$ cat config.mk
export PLATFORM = sky130hd
export DESIGN_NAME = periph_top
export DESIGN_NICKNAME = d
export VERILOG_FILES = /design/src/periph_pkg.sv /design/src/apb_slave_decode.sv /design/src/apb_timer.sv /design/src/excl_monitor.sv /design/src/shared_bram.sv /design/src/shared_mem_ex.sv /design/src/periph_top.sv
export SDC_FILE = /design/constraint.sdc
export NUM_CORES = 1
export LEC_CHECK = 0
export BUFFER_PORTS_ARGS = -buffer_cell sky130_fd_sc_hd__buf_2
export CORE_MARGIN = 2
export CORE_UTILIZATION = 40
export CTS_CLUSTER_SIZE = 30
export DETAILED_ROUTE_END_ITERATION = 16
export PLACE_DENSITY = 0.55
export SYNTH_ARGS = -nofsm -noshare
export SYNTH_HDL_FRONTEND = slang
export SYNTH_SLANG_ARGS = --single-unit
$ cat constraint.sdc
create_clock -name clk -period 3.4 [get_ports clk]
set_input_delay 0.34 -clock clk [delete_from_list [all_inputs] [get_ports clk]]
set_output_delay 0.34 -clock clk [all_outputs]
set_load 0.01 [all_outputs]
$ cat src/periph_pkg.sv
// widths, address fields and status codes for the APB peripheral block
// the address map assumes a 20-bit APB address with LWEX/SWEX flags on top
`default_nettype none

package periph_pkg;

    // bus and field widths
    localparam int DATA_WIDTH     = 16;
    localparam int APB_ADDR_WIDTH = 20;
    localparam int CORE_ID_BITS   = 2;
    localparam int SLAVE_BITS     = 4;

    typedef logic [DATA_WIDTH-1:0]     data_t;
    typedef logic [APB_ADDR_WIDTH-1:0] apb_addr_t;
    typedef logic [CORE_ID_BITS-1:0]   core_id_t;
    typedef logic [SLAVE_BITS-1:0]     slave_id_t;

    // upper address bits carry the exclusive access request
    //   19 = LWEX, 18 = SWEX, 17:16 = issuing core
    localparam int ADDR_LWEX_BIT  = 19;
    localparam int ADDR_SWEX_BIT  = 18;
    localparam int ADDR_CORE_LSB  = 16;

    // slave field sits in bits 15:12
    localparam int ADDR_SLAVE_LSB = 12;

    localparam slave_id_t SLAVE_TIMER = slave_id_t'(0);
    localparam slave_id_t SLAVE_SHMEM = slave_id_t'(1);

    // status returned on the read data bus for a SWEX
    localparam data_t SWEX_SUCCESS = data_t'(0);
    localparam data_t SWEX_FAIL    = data_t'(1);

endpackage

`default_nettype wire

$ cat src/apb_slave_decode.sv
// APB address decoder for the timer and shared memory slaves
// unmapped slave fields complete in the first access cycle with zero data
`default_nettype none

module apb_slave_decode import periph_pkg::*; (
    input  wire apb_addr_t paddr,
    input  wire            psel,
    input  wire            penable,
    output logic           timer_sel,
    output logic           shmem_sel,
    input  wire data_t     timer_rdata,
    input  wire            timer_ready,
    input  wire data_t     shmem_rdata,
    input  wire            shmem_ready,
    output data_t          prdata,
    output logic           pready
);

    slave_id_t slave_field;
    logic      unmapped_sel;

    assign slave_field = paddr[ADDR_SLAVE_LSB +: SLAVE_BITS];

    // one select per slave, qualified by the master select
    assign timer_sel    = psel && (slave_field == SLAVE_TIMER);
    assign shmem_sel    = psel && (slave_field == SLAVE_SHMEM);
    assign unmapped_sel = psel && !timer_sel && !shmem_sel;

    // slaves drive zero data outside their access cycle,
    // so only the selected one is steered back
    always_comb begin
        prdata = '0;
        pready = 1'b0;
        if (timer_sel) begin
            prdata = timer_rdata;
            pready = timer_ready;
        end else if (shmem_sel) begin
            prdata = shmem_rdata;
            pready = shmem_ready;
        end else if (unmapped_sel) begin
            // nobody home, finish the transfer here
            pready = penable;
        end
    end

endmodule

`default_nettype wire

$ cat src/apb_timer.sv
// countdown timer on APB, register select by paddr bit 0
// no wait states; the counter does not step in a cycle with a timer write
`default_nettype none

module apb_timer import periph_pkg::*; (
    input  wire            clk,
    input  wire            reset,
    input  wire apb_addr_t paddr,
    input  wire            pwrite,
    input  wire            sel,
    input  wire            penable,
    input  wire data_t     pwdata,
    output data_t          rdata,
    output logic           ready,
    output logic           irq
);

    // register map
    localparam logic ADDR_LOAD = 1'b0;
    localparam logic ADDR_CTRL = 1'b1;

    // control bits
    localparam int CTRL_START  = 0;
    localparam int CTRL_RELOAD = 1;

    logic       access;
    logic       write_en;
    data_t      load_q;
    data_t      count_q;
    logic [1:0] ctrl_q;

    assign access   = sel && penable;
    assign write_en = access && pwrite;
    assign ready    = access;

    // load address reads back the live counter
    always_comb begin
        rdata = '0;
        if (access) begin
            if (paddr[0] == ADDR_LOAD) begin
                rdata = count_q;
            end else if (paddr[0] == ADDR_CTRL) begin
                rdata = data_t'(ctrl_q);
            end
        end
    end

    always_ff @(posedge clk) begin
        if (reset) begin
            load_q  <= '0;
            count_q <= '0;
            ctrl_q  <= '0;
        end else if (write_en) begin
            if (paddr[0] == ADDR_LOAD) begin
                // a load write also restarts the count
                load_q  <= pwdata;
                count_q <= pwdata;
            end else if (paddr[0] == ADDR_CTRL) begin
                ctrl_q <= pwdata[1:0];
            end
        end else if (ctrl_q[CTRL_START]) begin
            // auto-reload at zero gives a period of load + 1
            if (count_q == '0) begin
                count_q <= load_q;
            end else begin
                count_q <= count_q - 1'b1;
            end
        end else if (ctrl_q[CTRL_RELOAD]) begin
            count_q <= load_q;
        end
    end

    // irq level is high for the one cycle the running counter sits at zero
    assign irq = ctrl_q[CTRL_START] && (count_q == '0);

endmodule

`default_nettype wire

$ cat src/excl_monitor.sv
// exclusive access monitor, one owner entry per memory word
// entry 0 is unlocked, otherwise it holds the owning core ID plus one
`default_nettype none

module excl_monitor import periph_pkg::*; #(
    parameter int MEM_DEPTH = 64
) (
    input  wire                                 clk,
    input  wire                                 reset,
    input  wire logic [$clog2(MEM_DEPTH)-1:0]   word_addr,
    input  wire core_id_t                       core_id,
    input  wire                                 lwex,
    input  wire                                 swex,
    input  wire                                 commit,
    output logic                                swex_ok
);

    // one extra bit so that zero can mean unlocked
    typedef logic [CORE_ID_BITS:0] owner_t;

    owner_t owner_q [MEM_DEPTH];
    owner_t owner_rd;
    owner_t own_tag;
    logic   locked;
    logic   held_by_core;

    // table lookup is combinational so the decision is ready
    // in the same access cycle
    assign owner_rd     = owner_q[word_addr];
    assign own_tag      = owner_t'(core_id) + owner_t'(1);
    assign locked       = (owner_rd != '0);
    assign held_by_core = locked && (owner_rd == own_tag);

    // a SWEX only succeeds on a word this core locked itself
    assign swex_ok = swex && held_by_core;

    always_ff @(posedge clk) begin
        if (reset) begin
            for (int i = 0; i < MEM_DEPTH; i++) begin
                owner_q[i] <= '0;
            end
        end else if (commit) begin
            if (lwex && !locked) begin
                // first LWEX claims the word, later ones leave it alone
                owner_q[word_addr] <= own_tag;
            end else if (swex_ok) begin
                owner_q[word_addr] <= '0;
            end
        end
    end

endmodule

`default_nettype wire

$ cat src/shared_bram.sv
// single-port word memory with a registered read
// read data follows the address one clock later, contents undefined at reset
`default_nettype none

module shared_bram import periph_pkg::*; #(
    parameter int MEM_DEPTH = 64
) (
    input  wire                                 clk,
    input  wire logic [$clog2(MEM_DEPTH)-1:0]   addr,
    input  wire data_t                          wdata,
    input  wire                                 we,
    output data_t                               rdata
);

    data_t mem [MEM_DEPTH];

    // read-before-write on a same-address collision
    always_ff @(posedge clk) begin
        if (we) begin
            mem[addr] <= wdata;
        end
        rdata <= mem[addr];
    end

endmodule

`default_nettype wire

$ cat src/shared_mem_ex.sv
// APB shared memory with LWEX/SWEX support, no wait states
// LWEX counts only on reads and SWEX only on writes
`default_nettype none

module shared_mem_ex import periph_pkg::*; #(
    parameter int MEM_DEPTH = 64
) (
    input  wire            clk,
    input  wire            reset,
    input  wire apb_addr_t paddr,
    input  wire            pwrite,
    input  wire            sel,
    input  wire            penable,
    input  wire data_t     pwdata,
    output data_t          rdata,
    output logic           ready
);

    localparam int WORD_BITS = $clog2(MEM_DEPTH);

    logic                 access;
    logic                 commit;
    logic                 lwex;
    logic                 swex;
    core_id_t             core_id;
    logic [WORD_BITS-1:0] word_addr;
    logic                 swex_ok;
    logic                 mem_we;
    data_t                mem_rdata;

    // address fields
    assign lwex      = paddr[ADDR_LWEX_BIT] && !pwrite;
    assign swex      = paddr[ADDR_SWEX_BIT] && pwrite;
    assign core_id   = paddr[ADDR_CORE_LSB +: CORE_ID_BITS];
    assign word_addr = paddr[WORD_BITS-1:0];

    // memory word is registered on the setup edge, so the
    // first access cycle can already complete
    assign access = sel && penable;
    assign ready  = access;
    assign commit = access && ready;

    // plain writes always land, a SWEX only when it wins
    assign mem_we = commit && pwrite && (!swex || swex_ok);

    always_comb begin
        rdata = '0;
        if (access) begin
            if (swex) begin
                rdata = swex_ok ? SWEX_SUCCESS : SWEX_FAIL;
            end else begin
                rdata = mem_rdata;
            end
        end
    end

    excl_monitor #(
        .MEM_DEPTH (MEM_DEPTH)
    ) mon0 (
        .clk       (clk),
        .reset     (reset),
        .word_addr (word_addr),
        .core_id   (core_id),
        .lwex      (lwex),
        .swex      (swex),
        .commit    (commit),
        .swex_ok   (swex_ok)
    );

    shared_bram #(
        .MEM_DEPTH (MEM_DEPTH)
    ) mem0 (
        .clk   (clk),
        .addr  (word_addr),
        .wdata (pwdata),
        .we    (mem_we),
        .rdata (mem_rdata)
    );

endmodule

`default_nettype wire

$ cat src/periph_top.sv
// APB peripheral block: decoder, countdown timer and exclusive shared memory
// single external master; core ID for exclusive accesses comes in paddr
`default_nettype none

module periph_top import periph_pkg::*; #(
    parameter int MEM_DEPTH = 64
) (
    input  wire            clk,
    input  wire            reset,
    input  wire apb_addr_t paddr,
    input  wire            pwrite,
    input  wire            psel,
    input  wire            penable,
    input  wire data_t     pwdata,
    output data_t          prdata,
    output logic           pready,
    output logic           timer_irq
);

    logic  timer_sel;
    logic  shmem_sel;
    data_t timer_rdata;
    logic  timer_ready;
    data_t shmem_rdata;
    logic  shmem_ready;

    apb_slave_decode decode0 (
        .paddr       (paddr),
        .psel        (psel),
        .penable     (penable),
        .timer_sel   (timer_sel),
        .shmem_sel   (shmem_sel),
        .timer_rdata (timer_rdata),
        .timer_ready (timer_ready),
        .shmem_rdata (shmem_rdata),
        .shmem_ready (shmem_ready),
        .prdata      (prdata),
        .pready      (pready)
    );

    apb_timer timer0 (
        .clk     (clk),
        .reset   (reset),
        .paddr   (paddr),
        .pwrite  (pwrite),
        .sel     (timer_sel),
        .penable (penable),
        .pwdata  (pwdata),
        .rdata   (timer_rdata),
        .ready   (timer_ready),
        .irq     (timer_irq)
    );

    // exclusive monitor and memory share the same depth
    shared_mem_ex #(
        .MEM_DEPTH (MEM_DEPTH)
    ) shmem0 (
        .clk     (clk),
        .reset   (reset),
        .paddr   (paddr),
        .pwrite  (pwrite),
        .sel     (shmem_sel),
        .penable (penable),
        .pwdata  (pwdata),
        .rdata   (shmem_rdata),
        .ready   (shmem_ready)
    );

endmodule

`default_nettype wire

==> impl_summary.txt <==
----------------------------------------------------
[Synth]
  Share of flip-flops with an asynchronous set or reset ... 0
  Number of flops mapped to enable cells by yosys ... about 1.2k
  Net Count, Synth ... 3,140
  Number of distinct library cells after synthesis ... 65
  Cell taking the most area after synthesis ... sky130_fd_sc_hd__edfxtp_1
  Ranking of synthesized cells by instance count ... sky130_fd_sc_hd__edfxtp_1, sky130_fd_sc_hd__a22oi_1, sky130_fd_sc_hd__nor2_1
  Post-synthesis area per instance ... roughly 16 sq um
  Total number of yosys warnings ... 0
  Top area cells in the synthesized netlist ... sky130_fd_sc_hd__edfxtp_1, sky130_fd_sc_hd__a22oi_1, sky130_fd_sc_hd__nor2_1
  Portion of the post-synthesis area used by sequential elements ... 0.763
  Mapped cell area ... 49,200 sq um
  Top_reg_cell synth ... sky130_fd_sc_hd__edfxtp_1
  Post-synthesis sequential element count ... 1,266
  Synth Instances ... 3,096
  Synth top area share ... 0.743
  Leading cell type by number of instances after synthesis ... sky130_fd_sc_hd__edfxtp_1

[Global route]
  Global routing usage summed across all routing layers ... 0.243
  Global routing usage on met3 ... 0.0478
  Antenna violations before repair ... 8
  Overflow left after global routing ... 0
  Most heavily used metal layer in global routing ... met2
  First-pass GRT wire length ... 221,000 um
  Pin count of the biggest net entering global routing ... 68
  Met2 track demand over resource ... 0.385
  GR Layer Usage met1 ... 0.340
  Vias in the first global route ... 31.2k

[STA]
  Final count of pins violating max slew ... 0
  Final setup skew ... 0.0283 ns
  Minimum clock period after layout ... 3.80 ns
  Final Hold Fails ... 0
  Finish-stage setup viols ... 1,217
  RSZ-0062 raised after global routing ... true
  Setup TNS ... -373.35 ns
  Fmax ... 263 MHz
  Worst Slack Setup Final ... -0.402 ns
  Portion of the clock cycle consumed by the worst path in the final layout ... 1.12
  Normalized max-slew margin ... 0.218
  Transition at the pin with the smallest max-transition slack ... 1.17 ns

[Floorplan]
  Ports ... 59
  Die X-Extent ... 355 um
  Initial cell density of the core ... 0.403
  Cell row count ... 128
  Die boundary height ... 355 um
  Core outline area ... 122,000 sq um
  Area enclosed by the die boundary ... 126,000 sq um

[Run status]
  Violated checks ... negative setup slack
  Outcome ... finished with violations

[Routing]
  Iter 0 DRT Violations ... 4,126
  Residual DRC ... 0
  Vias per cell ... between 6 and 7
  Post-Route WL ... 157,000 um
  Vias after detailed routing ... between 30k and 40k
  Routed Antenna Nets ... 0
  Drt wl/cell ... ~30 um
  Initial DRT Pass Iterations ... 5

[Clock network]
  Source-to-sink clock delay at the later pin of the worst-skew pair ... 0.78 ns
  Clock edge transition at the registers on the reported setup and hold paths ... 0.06 ns
  Clock tree from TritonCTS ... yes
  Max Root-Sink Buffers ... 3
  Number of buffers created by CTS ... 130
  CTS H-tree depth ... 4
  Clock sink total ... 1,266
  Clk Tree Root Cell ... sky130_fd_sc_hd__clkbuf_16

[Placed design]
  HPWL after DPL ... 99,300 um
  Total of buffers placed on input and output ports ... 52
  Worst slack at placement ... -0.706 ns
  Global placement routability congestion ... 0.883
  DP Area ... 55,500 sq um

[Worst setup path]
  R2r worst-path depth ... 14
  Type of the worst setup path ... register to register
  Critical Path Start Type ... register
  Required time reported for the critical path endpoint ... 3.87 ns
  Category of the worst setup path capture point ... register
  Worst endpoint data arrival time ... approximately 4.3 ns
  Largest fanout of any net on the critical path ... 16

[Cells and area]
  Layout cells sized above 1 ... 0.234
  Net count of the finished layout ... around 3.6k
  Post-route cell area ... 60,100 sq um
  Filler cell count ... 10.1k
  Register area ... 37,500 sq um
  Layout overhead on the synthesized area ... 22.2%
  Multi-input gate area ... 10,900 sq um

[Hold path]
  Worst hold path stage count ... 2
  Hold Path Class ... primary input to register

[Power]
  Worst VDD drop ... 0.000545 V
  Static leakage ... 19.4 nW
  Power Dens Cells ... 554 nW/um^2

[Run]
  Maximum capacitance violations ... 0

----------------------------------------------------
cell type report:
cell class	instances	share of cell area
Sequential cell	1266	0.625
Multi-Input combinational cell	1580	0.181
Timing Repair Buffer	537	0.0908
Clock buffer	161	0.0564
Tap cell	1625	0.0338
Clock inverter	73	0.0126
Inverter	8	0.000500
Antenna cell	1	0.0000417
per-stage QoR:
step                total power, W   util  std cells  hold slack, ns
floorplan                   0.0183      -       3096           0.436
global placement            0.0194  0.456       4999           0.443
detailed placement          0.0195  0.456       4999           0.450
CTS                         0.0334  0.491       5237          0.0284
global route                0.0342  0.493       5250          0.0625
finish                      0.0333  0.493       5251          0.0722
cell families (layout without fill, tap and decap cells):
family / after synthesis / count (layout) / share of synthesized area
AO/OA/AOI/OAI: 846 / 846 / 0.129
XOR/XNOR: 13 / 13 / 0.00232
multiplexers: 77 / 77 / 0.0221
adder cells (fa/ha/maj): 3 / 3 / 0.000764
flip-flops: 1266 / 1266 / 0.763
AND/OR/NAND/NOR: 641 / 641 / 0.0624
other: 0 / 1 / 0
buffers and inverters: 250 / 779 / 0.0206
layout by cell type, fill, tap and decap left out, types with 19 or more instances in the layout:
| cell | n |
|---|---|
| sky130_fd_sc_hd__nand3_1 | 39 |
| sky130_fd_sc_hd__a21oi_1 | 85 |
| sky130_fd_sc_hd__a21boi_0 | 59 |
| sky130_fd_sc_hd__nor2_1 | 304 |
| sky130_fd_sc_hd__a22oi_1 | 355 |
| sky130_fd_sc_hd__nand4_1 | 40 |
| sky130_fd_sc_hd__a22o_1 | 95 |
| sky130_fd_sc_hd__buf_12 | 112 |
| sky130_fd_sc_hd__buf_2 | 48 |
| sky130_fd_sc_hd__clkinv_2 | 20 |
| sky130_fd_sc_hd__a221oi_1 | 82 |
| sky130_fd_sc_hd__a211oi_1 | 29 |
| sky130_fd_sc_hd__buf_4 | 363 |
| sky130_fd_sc_hd__clkinv_1 | 23 |
| sky130_fd_sc_hd__and4_2 | 61 |
| sky130_fd_sc_hd__dfxtp_1 | 50 |
| sky130_fd_sc_hd__clkbuf_1 | 30 |
| sky130_fd_sc_hd__edfxtp_1 | 1216 |
| sky130_fd_sc_hd__nand2_1 | 123 |
| sky130_fd_sc_hd__a41oi_1 | 19 |
| sky130_fd_sc_hd__clkbuf_16 | 135 |
| sky130_fd_sc_hd__mux2i_1 | 40 |
| sky130_fd_sc_hd__a31oi_1 | 68 |
registers in the layout, summed over array words and instances, names as in the netlist:
name and cells:
shmem0.mem0.mem 1024, shmem0.mon0.owner_q 192, timer0.count_q 16, shmem0.mem0.rdata 16
timer0.load_q 16, timer0.ctrl_q 2
what timing repair did:
action                                   CTS  global route
gates cloned                               0             7
pin swaps                                  6            12
buffers inserted                           3             6
gates resized for setup                   19            25
hold buffers                               1             0
endpoints found under the setup margin  1217          1217
hold endpoints to repair                  10             0
critical path, cell delays in order (launching register included):
cell	delay, ns
sky130_fd_sc_hd__edfxtp_1	0.41
sky130_fd_sc_hd__mux2_4	0.32
sky130_fd_sc_hd__a221oi_2	0.25
sky130_fd_sc_hd__buf_4	0.15
sky130_fd_sc_hd__o211ai_1	0.13
sky130_fd_sc_hd__a2111oi_4	0.49
sky130_fd_sc_hd__xor2_1	0.22
sky130_fd_sc_hd__o21ai_2	0.11
sky130_fd_sc_hd__buf_4	0.16
sky130_fd_sc_hd__buf_6	0.12
sky130_fd_sc_hd__o31ai_4	0.23
sky130_fd_sc_hd__buf_12	0.20
sky130_fd_sc_hd__clkbuf_16	0.25
sky130_fd_sc_hd__and4_2	0.27
sky130_fd_sc_hd__buf_12	0.17
report_power, final:
| part | leakage [nW] | internal, W | total (W) | switching [W] |
|---|---|---|---|---|
| sequential | 11.5 | 0.0172 | 0.0172 | 0.0000531 |
| combinational | 5.87 | 0.000717 | 0.00205 | 0.00133 |
| clock | 2.00 | 0.00787 | 0.0140 | 0.00615 |
| total | 19.4 | 0.0258 | 0.0333 | 0.00754 |
layer usage:
metal,vias to the layer above,part of all wire
met4,6,0.031
met2,1752,0.47
met5,-,0.00029
met1,16300,0.41
li1,13500,-
met3,270,0.094
path summary, 6_finish.rpt:
kind / endpoint / from / slack (ns)
max: shmem0.mem0.mem[44][1]$_DFFE_PP_ / shmem0.mon0.owner_q[51][2]$_SDFFCE_PN0P_ / -0.40
min: shmem0.mem0.mem[59][3]$_DFFE_PP_ / pwdata[3] / 0.07
max reg2reg: shmem0.mem0.mem[44][1]$_DFFE_PP_ / shmem0.mon0.owner_q[51][2]$_SDFFCE_PN0P_ / -0.40
min reg2reg: timer0.load_q[3]$_SDFFE_PP0P_ / timer0.load_q[3]$_SDFFE_PP0P_ / 0.46
Power figures use the tool's default switching activity.
